[config.mk]
export PLATFORM = sky130hd
export DESIGN_NAME = regPairUnit
export DESIGN_NICKNAME = d
export VERILOG_FILES = /design/src/hdl/regPairPkg.sv /design/src/hdl/cmdIf.sv /design/src/hdl/regFileIf.sv /design/src/hdl/pairRegFile.sv /design/src/hdl/cmdCreditQueue.sv /design/src/hdl/pairExecUnit.sv /design/src/hdl/regPairUnit.sv
export SDC_FILE = /design/constraint.sdc
export NUM_CORES = 1
export LEC_CHECK = 0
export BUFFER_PORTS_ARGS = -buffer_cell sky130_fd_sc_hd__buf_2
export CAP_MARGIN = 20
export CORE_MARGIN = 2
export CORE_UTILIZATION = 60
export DETAILED_ROUTE_END_ITERATION = 6
export PLACE_DENSITY = 0.86
export SLEW_MARGIN = 15
export SYNTH_ARGS = -nofsm -noshare
export SYNTH_HDL_FRONTEND = slang
export SYNTH_SLANG_ARGS = --single-unit
[constraint.sdc]
create_clock -name clk -period 6.2 [get_ports clk]
set_input_delay 0.31 -clock clk [delete_from_list [all_inputs] [get_ports clk]]
set_output_delay 0.31 -clock clk [all_outputs]
set_load 0.1 [all_outputs]
[src/hdl/regPairPkg.sv]
package regPairPkg;

  // Three address bits select one of the eight register pairs
  localparam int pairAddrW = 3;

  // Width of a full pair and of each of its two bytes
  localparam int dataW = 16;
  localparam int byteW = 8;

  // Operations that the execution unit understands
  typedef enum logic [2:0] {
    LDW,
    LDH,
    LDL,
    ADDW,
    INCW,
    DECW,
    SWAP,
    RDW
  } opcodeE;

  // A register pair seen either as one 16-bit word or as its two bytes
  // Word view serves the arithmetic, byte view serves the byte loads and SWAP
  typedef union packed {
    logic [dataW-1:0] word;
    struct packed {
      logic [byteW-1:0] hi;
      logic [byteW-1:0] lo;
    } bytes;
  } regPairU;

endpackage

[src/hdl/cmdIf.sv]
`timescale 1ns/1ps

interface cmdIf;

  import regPairPkg::*;

  // Head entry of the command queue
  logic valid;
  opcodeE op;
  logic [pairAddrW-1:0] dst;
  logic [pairAddrW-1:0] srcB;
  logic [pairAddrW-1:0] srcC;
  regPairU imm;

  // Removes the head entry at the clock edge where it is high
  logic pop;

  modport queue (output valid, op, dst, srcB, srcC, imm, input pop);

  modport exec (input valid, op, dst, srcB, srcC, imm, output pop);

endinterface

[src/hdl/regFileIf.sv]
`timescale 1ns/1ps

interface regFileIf;

  import regPairPkg::*;

  // Port A also carries the write address
  logic [pairAddrW-1:0] addrA;
  logic [pairAddrW-1:0] addrB;
  logic [pairAddrW-1:0] addrC;

  // Byte-split write port
  regPairU wrData;
  logic weH;
  logic weL;

  // Combinational read data of the current contents
  regPairU rdA;
  regPairU rdB;
  regPairU rdC;

  modport exec (output addrA, addrB, addrC, wrData, weH, weL, input rdA, rdB, rdC);

  modport regs (input addrA, addrB, addrC, wrData, weH, weL, output rdA, rdB, rdC);

endinterface

[src/hdl/pairRegFile.sv]
`timescale 1ns/1ps

module pairRegFile (
  input logic clk,
  input logic rstN,
  regFileIf.regs rf
);

  import regPairPkg::*;

  localparam int numPairs = 2 ** pairAddrW;

  // High and low halves are kept in separate banks so each byte
  // can be written on its own
  logic [byteW-1:0] regsH [numPairs];
  logic [byteW-1:0] regsL [numPairs];

  // High bank, written under weH
  always_ff @(posedge clk or negedge rstN) begin
    if (!rstN) begin
      for (int i = 0; i < numPairs; i++) begin
        regsH[i] <= '0;
      end
    end else if (rf.weH) begin
      regsH[rf.addrA] <= rf.wrData.bytes.hi;
    end
  end

  // Low bank, written under weL
  always_ff @(posedge clk or negedge rstN) begin
    if (!rstN) begin
      for (int i = 0; i < numPairs; i++) begin
        regsL[i] <= '0;
      end
    end else if (rf.weL) begin
      regsL[rf.addrA] <= rf.wrData.bytes.lo;
    end
  end

  // Reads are combinational, so a write shows up on the next cycle's reads
  assign rf.rdA.word = {regsH[rf.addrA], regsL[rf.addrA]};
  assign rf.rdB.word = {regsH[rf.addrB], regsL[rf.addrB]};
  assign rf.rdC.word = {regsH[rf.addrC], regsL[rf.addrC]};

endmodule

[src/hdl/cmdCreditQueue.sv]
`timescale 1ns/1ps

module cmdCreditQueue #(
  parameter int cmdDepth = 4
) (
  input logic clk,
  input logic rstN,
  input logic cmdValid,
  input regPairPkg::opcodeE cmdOp,
  input logic [regPairPkg::pairAddrW-1:0] cmdDst,
  input logic [regPairPkg::pairAddrW-1:0] cmdSrcB,
  input logic [regPairPkg::pairAddrW-1:0] cmdSrcC,
  input logic [regPairPkg::dataW-1:0] cmdImm,
  cmdIf.queue q
);

  import regPairPkg::*;

  // Pointer and count widths, kept at least one bit for a depth of one
  localparam int ptrW = (cmdDepth > 1) ? $clog2(cmdDepth) : 1;
  localparam int cntW = $clog2(cmdDepth + 1);

  // Command fields stored side by side, one slot per host credit
  opcodeE opMem [cmdDepth];
  logic [pairAddrW-1:0] dstMem [cmdDepth];
  logic [pairAddrW-1:0] srcBMem [cmdDepth];
  logic [pairAddrW-1:0] srcCMem [cmdDepth];
  logic [dataW-1:0] immMem [cmdDepth];

  logic [ptrW-1:0] wrPtr;
  logic [ptrW-1:0] rdPtr;
  logic [cntW-1:0] count;

  // The host only sends while it holds a credit, so a push never finds the queue full
  always_ff @(posedge clk) begin
    if (cmdValid) begin
      opMem[wrPtr] <= cmdOp;
      dstMem[wrPtr] <= cmdDst;
      srcBMem[wrPtr] <= cmdSrcB;
      srcCMem[wrPtr] <= cmdSrcC;
      immMem[wrPtr] <= cmdImm;
    end
  end

  // Pointers wrap at cmdDepth, which need not be a power of two
  always_ff @(posedge clk or negedge rstN) begin
    if (!rstN) begin
      wrPtr <= '0;
      rdPtr <= '0;
      count <= '0;
    end else begin
      if (cmdValid) begin
        wrPtr <= (wrPtr == ptrW'(cmdDepth - 1)) ? '0 : wrPtr + 1'b1;
      end
      if (q.pop) begin
        rdPtr <= (rdPtr == ptrW'(cmdDepth - 1)) ? '0 : rdPtr + 1'b1;
      end
      // Occupancy holds when a push and a pop meet in the same cycle
      case ({cmdValid, q.pop})
        2'b10: count <= count + 1'b1;
        2'b01: count <= count - 1'b1;
        default: count <= count;
      endcase
    end
  end

  // Head entry, visible the cycle after it was stored
  assign q.valid = (count != '0);
  assign q.op = opMem[rdPtr];
  assign q.dst = dstMem[rdPtr];
  assign q.srcB = srcBMem[rdPtr];
  assign q.srcC = srcCMem[rdPtr];
  assign q.imm.word = immMem[rdPtr];

endmodule

[src/hdl/pairExecUnit.sv]
`timescale 1ns/1ps

module pairExecUnit #(
  parameter int rspCredits = 2
) (
  input logic clk,
  input logic rstN,
  cmdIf.exec c,
  regFileIf.exec rf,
  input logic rspCreditIn,
  output logic rspValid,
  output logic [regPairPkg::dataW-1:0] rspData,
  output logic rspZero,
  output logic rspCarry,
  output logic cmdCredit
);

  import regPairPkg::*;

  localparam int creditW = $clog2(rspCredits + 1);

  // Response credits currently held by the unit
  logic [creditW-1:0] creditCnt;
  logic pop;

  // Shared adder for ADDW and INCW, one bit wider for the carry
  logic [dataW-1:0] addend;
  logic [dataW:0] sum;

  regPairU result;
  logic carry;
  logic wantH;
  logic wantL;

  // Registered issue flag, drives both the response strobe and the command credit
  logic issued;

  // A command leaves the queue only while a response slot is guaranteed
  assign pop = c.valid && (creditCnt != '0);
  assign c.pop = pop;

  // Destination shares the write port, sources use ports B and C
  assign rf.addrA = c.dst;
  assign rf.addrB = c.srcB;
  assign rf.addrC = c.srcC;

  assign addend = (c.op == ADDW) ? rf.rdC.word : dataW'(1);
  assign sum = {1'b0, rf.rdB.word} + {1'b0, addend};

  always_comb begin
    result = rf.rdB;
    carry = 1'b0;
    wantH = 1'b0;
    wantL = 1'b0;
    case (c.op)
      LDW: begin
        result.word = c.imm.word;
        wantH = 1'b1;
        wantL = 1'b1;
      end
      // Byte loads keep the untouched byte of the destination for the response
      LDH: begin
        result.bytes.hi = c.imm.bytes.lo;
        result.bytes.lo = rf.rdA.bytes.lo;
        wantH = 1'b1;
      end
      LDL: begin
        result.bytes.hi = rf.rdA.bytes.hi;
        result.bytes.lo = c.imm.bytes.lo;
        wantL = 1'b1;
      end
      ADDW, INCW: begin
        result.word = sum[dataW-1:0];
        carry = sum[dataW];
        wantH = 1'b1;
        wantL = 1'b1;
      end
      // Borrow happens only when the source is already zero
      DECW: begin
        result.word = rf.rdB.word - 1'b1;
        carry = (rf.rdB.word == '0);
        wantH = 1'b1;
        wantL = 1'b1;
      end
      SWAP: begin
        result.bytes.hi = rf.rdB.bytes.lo;
        result.bytes.lo = rf.rdB.bytes.hi;
        wantH = 1'b1;
        wantL = 1'b1;
      end
      // Read only, no byte is written
      RDW: result = rf.rdB;
    endcase
  end

  // Write back at the end of the issue cycle
  assign rf.wrData = result;
  assign rf.weH = pop && wantH;
  assign rf.weL = pop && wantL;

  always_ff @(posedge clk or negedge rstN) begin
    if (!rstN) begin
      creditCnt <= creditW'(rspCredits);
      issued <= 1'b0;
    end else begin
      // A returned credit and an issue in the same cycle cancel out
      creditCnt <= creditCnt + creditW'(rspCreditIn) - creditW'(pop);
      issued <= pop;
    end
  end

  // Response payload, qualified by rspValid
  always_ff @(posedge clk) begin
    if (pop) begin
      rspData <= result.word;
      rspZero <= (result.word == '0);
      rspCarry <= carry;
    end
  end

  // The freed queue slot is returned to the host with the response
  assign rspValid = issued;
  assign cmdCredit = issued;

endmodule

[src/hdl/regPairUnit.sv]
`timescale 1ns/1ps

module regPairUnit #(
  parameter int cmdDepth = 4,
  parameter int rspCredits = 2
) (
  input logic clk,
  input logic rstN,
  input logic cmdValid,
  input regPairPkg::opcodeE cmdOp,
  input logic [regPairPkg::pairAddrW-1:0] cmdDst,
  input logic [regPairPkg::pairAddrW-1:0] cmdSrcB,
  input logic [regPairPkg::pairAddrW-1:0] cmdSrcC,
  input logic [regPairPkg::dataW-1:0] cmdImm,
  output logic cmdCredit,
  output logic rspValid,
  output logic [regPairPkg::dataW-1:0] rspData,
  output logic rspZero,
  output logic rspCarry,
  input logic rspCreditIn
);

  // Queue head towards the execution unit
  cmdIf cmdBus ();

  // Address, data and enables between the execution unit and the registers
  regFileIf rfBus ();

  // Depth matches the command credits the host starts with
  cmdCreditQueue #(
    .cmdDepth(cmdDepth)
  ) cmdQueue (
    .clk(clk),
    .rstN(rstN),
    .cmdValid(cmdValid),
    .cmdOp(cmdOp),
    .cmdDst(cmdDst),
    .cmdSrcB(cmdSrcB),
    .cmdSrcC(cmdSrcC),
    .cmdImm(cmdImm),
    .q(cmdBus.queue)
  );

  pairExecUnit #(
    .rspCredits(rspCredits)
  ) exec (
    .clk(clk),
    .rstN(rstN),
    .c(cmdBus.exec),
    .rf(rfBus.exec),
    .rspCreditIn(rspCreditIn),
    .rspValid(rspValid),
    .rspData(rspData),
    .rspZero(rspZero),
    .rspCarry(rspCarry),
    .cmdCredit(cmdCredit)
  );

  // Register file beside the unit that addresses and writes it
  pairRegFile regs (
    .clk(clk),
    .rstN(rstN),
    .rf(rfBus.regs)
  );

endmodule

# Yosys cells after proc, flatten, opt, wreduce, memory -nomap -nowiden
# Memories as Yosys holds them, arrays and structs flattened.
# Index checks and enable logic that the tools add are counted.
# W data, S select, Z words.
word_totals:
  word_cells: 100
  inputBits: 32
  out_inout_bits: 20
  ff_bits: 156
  mem_bits_rw: 112
  n_memories: 5
classes:
  bitwise_logic: 3
  magnitude_cmp: 4
  addsub: 8
  reduce_logical: 13
  eq_ne: 11
  mux: 32
memory_table:
  columns: ["memory", "words", "width", "rd", "rd_ports_with_merged_regs", "wr", "line_no", "rtl"]
  rows:
  - ["cmdQueue.immMem", 4, 16, 1, 0, 1, "cmdCreditQueue.sv:28", "logic [dataW-1:0] immMem [cmdDepth];"]
  - ["cmdQueue.dstMem", 4, 3, 1, 0, 1, "cmdCreditQueue.sv:25", "logic [pairAddrW-1:0] dstMem [cmdDepth];"]
  - ["cmdQueue.opMem", 4, 3, 1, 0, 1, "cmdCreditQueue.sv:24", "opcodeE opMem [cmdDepth];"]
  - ["cmdQueue.srcBMem", 4, 3, 1, 0, 1, "cmdCreditQueue.sv:26", "logic [pairAddrW-1:0] srcBMem [cmdDepth];"]
  - ["cmdQueue.srcCMem", 4, 3, 1, 0, 1, "cmdCreditQueue.sv:27", "logic [pairAddrW-1:0] srcCMem [cmdDepth];"]
op_table:
  columns: ["cell", "n"]
  rows:
  - ["$bmux W8 S3", 6]
  - ["$bwmux W64", 2]
  - ["$pmux W16 S7", 1]
  - ["$mux W8", 13]
  - ["$logic_not A16 Y1", 2]
  - ["$demux W8 S3", 1]
  - ["$add A16 B16 Y17", 1]
  - ["$mux W16", 1]
  - ["$sub A16 B1 Y16 const B", 1]
  - ["$eq A3 B3 Y1 const B", 4]
  - ["$ge A4 B4 Y1 const B", 3]
  - ["$not A3 Y4", 3]
  - ["$reduce_or A6 Y1", 2]
  - ["$eq A2 B2 Y1 const B", 3]
  - ["$eq A3 B2 Y1 const B", 2]
  - ["$pmux W3 S2", 1]
  - ["$add A2 B1 Y2 const B", 2]
  - ["$logic_and A1 B1 Y1", 4]
  - ["$lt A4 B1 Y1 const B", 1]
  - ["$mux W1", 4]
  - ["$mux W2", 2]
  - ["$reduce_bool A2 Y1", 2]
  - ["$add A3 B1 Y3 const B", 1]
  - ["$eq A3 B1 Y1 const B", 1]
  - ["8 further kinds", 8]

# Depth between registers and ports, before layout
# An unclocked memory read counts as a cell.
logic_depth:
  ltp_word: 9
  ltp_mapped: 22

# Cells and area by module
# A second synthesis with hierarchy kept.
hier_totals:
  hier_cells: 1001
  area_unflattened_um2: 15225.9
by_module_without_submodules:
  columns: ["mod", "n_inst", "seq_area_each_um2", "cells_each", "area_each_um2"]
  rows:
  - ["pairRegFile", 1, 3203.1, 465, 7866.3]
  - ["cmdCreditQueue", 1, 3538.4, 180, 4445.5]
  - ["pairExecUnit", 1, 616.8, 356, 2914.0]

# Worst setup path before layout
# OpenSTA, ideal clock, no wires.
synth_path:
  path_type: "register to register"
  from: "register cmdQueue.rdPtr[0]"
  to: "register exec.rspZero, data pin"
  slack_ps: 820
  setup_time_ps: 170
  t_arrival_ps: 5210
  path_stages_with_launch: 20
  path_buffers: 4
  required_ps: 6030
  cell_sequence: "dfrtp_1 > buf_6 > mux4_2 > buf_2 > buf_1 > buf_1 > mux4_2 > mux2i_1 > nor2_1 > ha_1 > a21o_1 > a21oi_1 > a31oi_1 > mux2i_1 > a21oi_1 > xor2_1 > a221oi_4 > inv_1 > or4_1 > nor4_2"
synth_via:
  elab_chain_cells: 9
  elab_cells_between_ends: 40
  cone_classes: "add/sub (2); eq/ne (7); mux (20); bitwise (3); reduce/logical (3); memory (5)"
synth_lines:
  columns: ["element", "line_no", "rtl"]
  rows:
  - ["from (decl)", "cmdCreditQueue.sv:31", "logic [ptrW-1:0] rdPtr;"]
  - ["from (signal assigned)", "cmdCreditQueue.sv:56", "rdPtr <= (rdPtr == ptrW'(cmdDepth - 1)) ? '0 : rdPtr + 1'b1;"]
  - ["$mem_v2 Z4 W3", null, null]
  - ["$not A3 Y4 (implied by the code)", "pairRegFile.sv:43", "assign rf.rdC.word = {regsH[rf.addrC], regsL[rf.addrC]};"]
  - ["$bmux W8 S3", "pairRegFile.sv:43", null]
  - ["$mux W8 (implied by the code) (2 in series)", "pairRegFile.sv:43", null]
  - ["$mux W16", "pairExecUnit.sv:47", "assign addend = (c.op == ADDW) ? rf.rdC.word : dataW'(1);"]
  - ["$add A16 B16 Y17", "pairExecUnit.sv:48", "assign sum = {1'b0, rf.rdB.word} + {1'b0, addend};"]
  - ["$pmux W16 S7 *", "pairExecUnit.sv:55", "case (c.op)"]
  - ["named net exec.rf.wrData[7]", "regFileIf.sv:22", "modport exec (output addrA, addrB, addrC, wrData, weH, weL, input rdA, rdB, rdC);"]
  - ["$logic_not A16 Y1 *", "pairExecUnit.sv:116", "rspZero <= (result.word == '0);"]
  - ["to (signal assigned)", "pairExecUnit.sv:116", null]
  - ["to (decl)", "pairExecUnit.sv:13", "output logic rspZero,"]
# Mark *: on every way through the listed nets, which the timed path passes. The rest lies on a longest branch. The select of a mux whose other input is x is not followed.
# A chain may end at the register's enable or synchronous reset.

# Worst setup path after layout
layout_path:
  from: "register cmdQueue.rdPtr[1]"
  to: "register exec.rspZero, data pin"
# Same word-level chain as after synthesis.

==> impl_metrics.tcl <==
set metrics [dict create \
    utilization 0.682 \
    grt_start_max_net_pins 74 \
    synth-xor-area-share 0.0126 \
    grt_pass1_vias 12400 \
    crit_top_cell "nand3_1" \
    clock-sinks 268 \
    pre_cts_slack_ps 560 \
    fin_crit_sh 0.936 \
    tns_ps 0 \
    route.detailed.drc 0 \
    slowest_stage "mux4_2" \
    h-tree-depth 1 \
    dr.pass1.iters 6 \
    start_kind "register" \
    die_w_microns 164 \
    insertion_delay_ps 560 \
    fp-row-count 58 \
    dp.cells 1718 \
    crit_required_ps 6590 \
    synth_top_cell_by_area "edfxtp_1" \
    cpPeakStageDelay_ps 680 \
    hp-class "input port to register" \
    syn_nets 1439 \
    grt_util_all_layers 0.353 \
    port_buffers 51 \
    drive_above_1_share 0.163 \
    ys_types 81 \
    grt_pass1_wl_microns 71300 \
    rsz0062_at_grt "false" \
    endpoint_kind "register" \
    clk_pin_slew_worst_paths_ps 60 \
    worst_pin_slew_ps 1180 \
    avgSynthCellArea_sq_um 11.1 \
    critPathLaunch "cmdQueue.rdPtr[1]$_DFFE_PN0P_" \
    die_h_microns 164 \
    ys_warn_count 0 \
    drt_iter0_drc 1673 \
    routed_wl_microns 46500 \
    worstSetupPathType "register to register" \
    synth_top_family_by_area "multiplexers" \
    period_minus_slack_ps 5800 \
    r2r_start "cmdQueue.rdPtr[1]$_DFFE_PN0P_" \
    final_cells 1802 \
    maxSlewHeadroom 0.209 \
    finalSetupViolCount 0 \
    yosys.area_share.simple 0.129 \
    async_flop_share 0.515 \
    viasPerCell 6.98 \
    coreArea_sq_mm 0.0251 \
    initial_core_util 0.609 \
    synth.area.mux_share 0.189 \
    final_cell_mix "nand2_1, dfrtp_1, o21ai_0, edfxtp_1, mux2i_1" \
    fin_ws_ps 397 \
    ant_nets 0 \
    clock-root-buffer "clkbuf_16" \
    antenna_found_initial 1 \
    synth-seq-area-share 0.481 \
    cts_buffers 28 \
    reg2reg_slack_ps 400 \
    wl_per_cell_microns 25.8 \
    fin_skew_ps 16.1 \
    synth_compound_area_frac 0.128 \
    path_max_fanout 21 \
    hpwl_microns 32500 \
    status "finished, final reports clean" \
    gr-total-overflow 0 \
    area_growth_pct 12.0 \
    mostFrequentLayoutCell "nand2_1" \
    drv_cap 0 \
    io_pins 52 \
    report.final.slew_viol_count 0 \
    netlist_area_sq_mm 0.0153 \
    cp.arrival_ps 6190 \
    ys.flop_type "dfrtp_1" \
    syn_inst 1380 \
    crit_family "simple AND/OR/NAND/NOR gates" \
    yosys-top-cells-area "edfxtp_1, dfrtp_1, mux4_2" \
    cts_tree "built" \
    synthAdderAreaFrac 0.0231 \
    cp_num_buf_inv 2 \
    place.gp.congestion 1.02 \
    min-delay-start "cmdValid" \
    dieArea_sq_mm 0.0268 \
    num-nets-final 1507 \
    worstPathCellList "buf_4 > mux4_2 > inv_1 > nand3_1 > a211o_1 > ha_1 > fa_1 > nand3_1 > a31oi_1 > mux2i_1 > nand4_1 > and3_1 > o211ai_1 > nand3_1 > or3b_1 > nor4_2" \
    cts_resized 0 \
    synth-seq-cells 268 \
    synth_top_area_share 0.255 \
    synth-edff-count 130 \
    max-clock-path-buffers 3 \
    hold_viol_final 0 \
    fmax_ghz 0.172 \
    vias 12600 \
]
## what timing repair did
item / in CTS / in global routing
hold endpoints to repair: 184 / 0
buffers inserted: 0 / 0
hold buffers: 30 / 0
## worst reg2reg max path, delay by kind of cell, from the launching register on
| kind | cells | cell delay (ps) |
|---|---|---|
| simple gates | 7 | 2160 |
| buf+inv | 2 | 600 |
| flops | 1 | 510 |
| mux | 2 | 1100 |
| compound gates | 3 | 560 |
| fa+ha+maj | 2 | 720 |
## area by class of cell
| type | count | area (sq um) |
|---|---|---|
| tap | 330 | 413 |
| inverter | 46 | 173 |
| clock buffer | 33 | 719 |
| timing repair buffer | 117 | 832 |
| antenna | 2 | 5.00 |
| sequential | 268 | 7360 |
| multi-input combinational | 987 | 7360 |
| clock inverter | 19 | 268 |
| fill | 1849 | 7980 |
## path summary, 6_finish.rpt
| path | end | cells past startpoint |
|---|---|---|
| setup / recovery | exec.rspZero$_DFFE_PP_ | 16 |
| hold reg to reg | cmdQueue.count[2]$_DFFE_PN0P_ | 1 |
| max in group asynchronous | cmdQueue.rdPtr[0]$_DFFE_PN0P_ | 3 |
| min in group asynchronous | regs.regsH[27]$_DFFE_PN0P_ | 2 |
| setup reg to reg | exec.rspZero$_DFFE_PP_ | 16 |
| hold / removal | cmdQueue.wrPtr[1]$_DFFE_PN0P_ | 2 |
## stage by stage
stage | hold slack [ps] | instance area, sq um
after CTS | 21.4 | 17100
after detailed placement | 375 | 15800
after global routing | 55.2 | 17100
final | 51.5 | 17100
after floorplan | 14.4 | 15300
after global placement | 359 | 15800
## cells in the mapped netlist, types with 10 or more instances
cell type	n
mux2_2	18
o22ai_1	16
or3_1	10
a21oi_1	35
xnor2_1	17
dfrtp_1	137
nor2b_1	17
nor2_1	78
buf_2	13
nand3_1	32
clkbuf_1	45
mux4_2	70
mux2i_1	111
a22oi_1	22
o21ai_0	132
edfxtp_1	130
nand2_1	228
inv_1	46
ha_1	25
## routing by layer
layer,vias up,track usage,wire length [microns]
met4,0,0.170,2520
met2,972,0.559,21600
li1,5294,-,-
met3,252,0.0945,5560
met5,-,0,0
met1,6064,0.455,16800
## cell families after synthesis
logic type      after synthesis
xor+xnor                     22
compound gates              302
buf+inv                     125
fa+ha+maj                    27
simple gates                437
mux                         199
flops                       268
## registers in the layout (all words and copies together), names as in the netlist, 2 cells and up
name,flops
cmdQueue.count,3
cmdQueue.dstMem,12
cmdQueue.immMem,64
cmdQueue.opMem,12
cmdQueue.rdPtr,2
cmdQueue.srcBMem,12
cmdQueue.srcCMem,12
cmdQueue.wrPtr,2
exec.creditCnt,2
exec.rspData,16
regs.regsH,64
regs.regsL,64
Power is left out: the tool's default activity adds up to more than one toggle a clock period on the data nets, which glitch-free logic cannot reach.
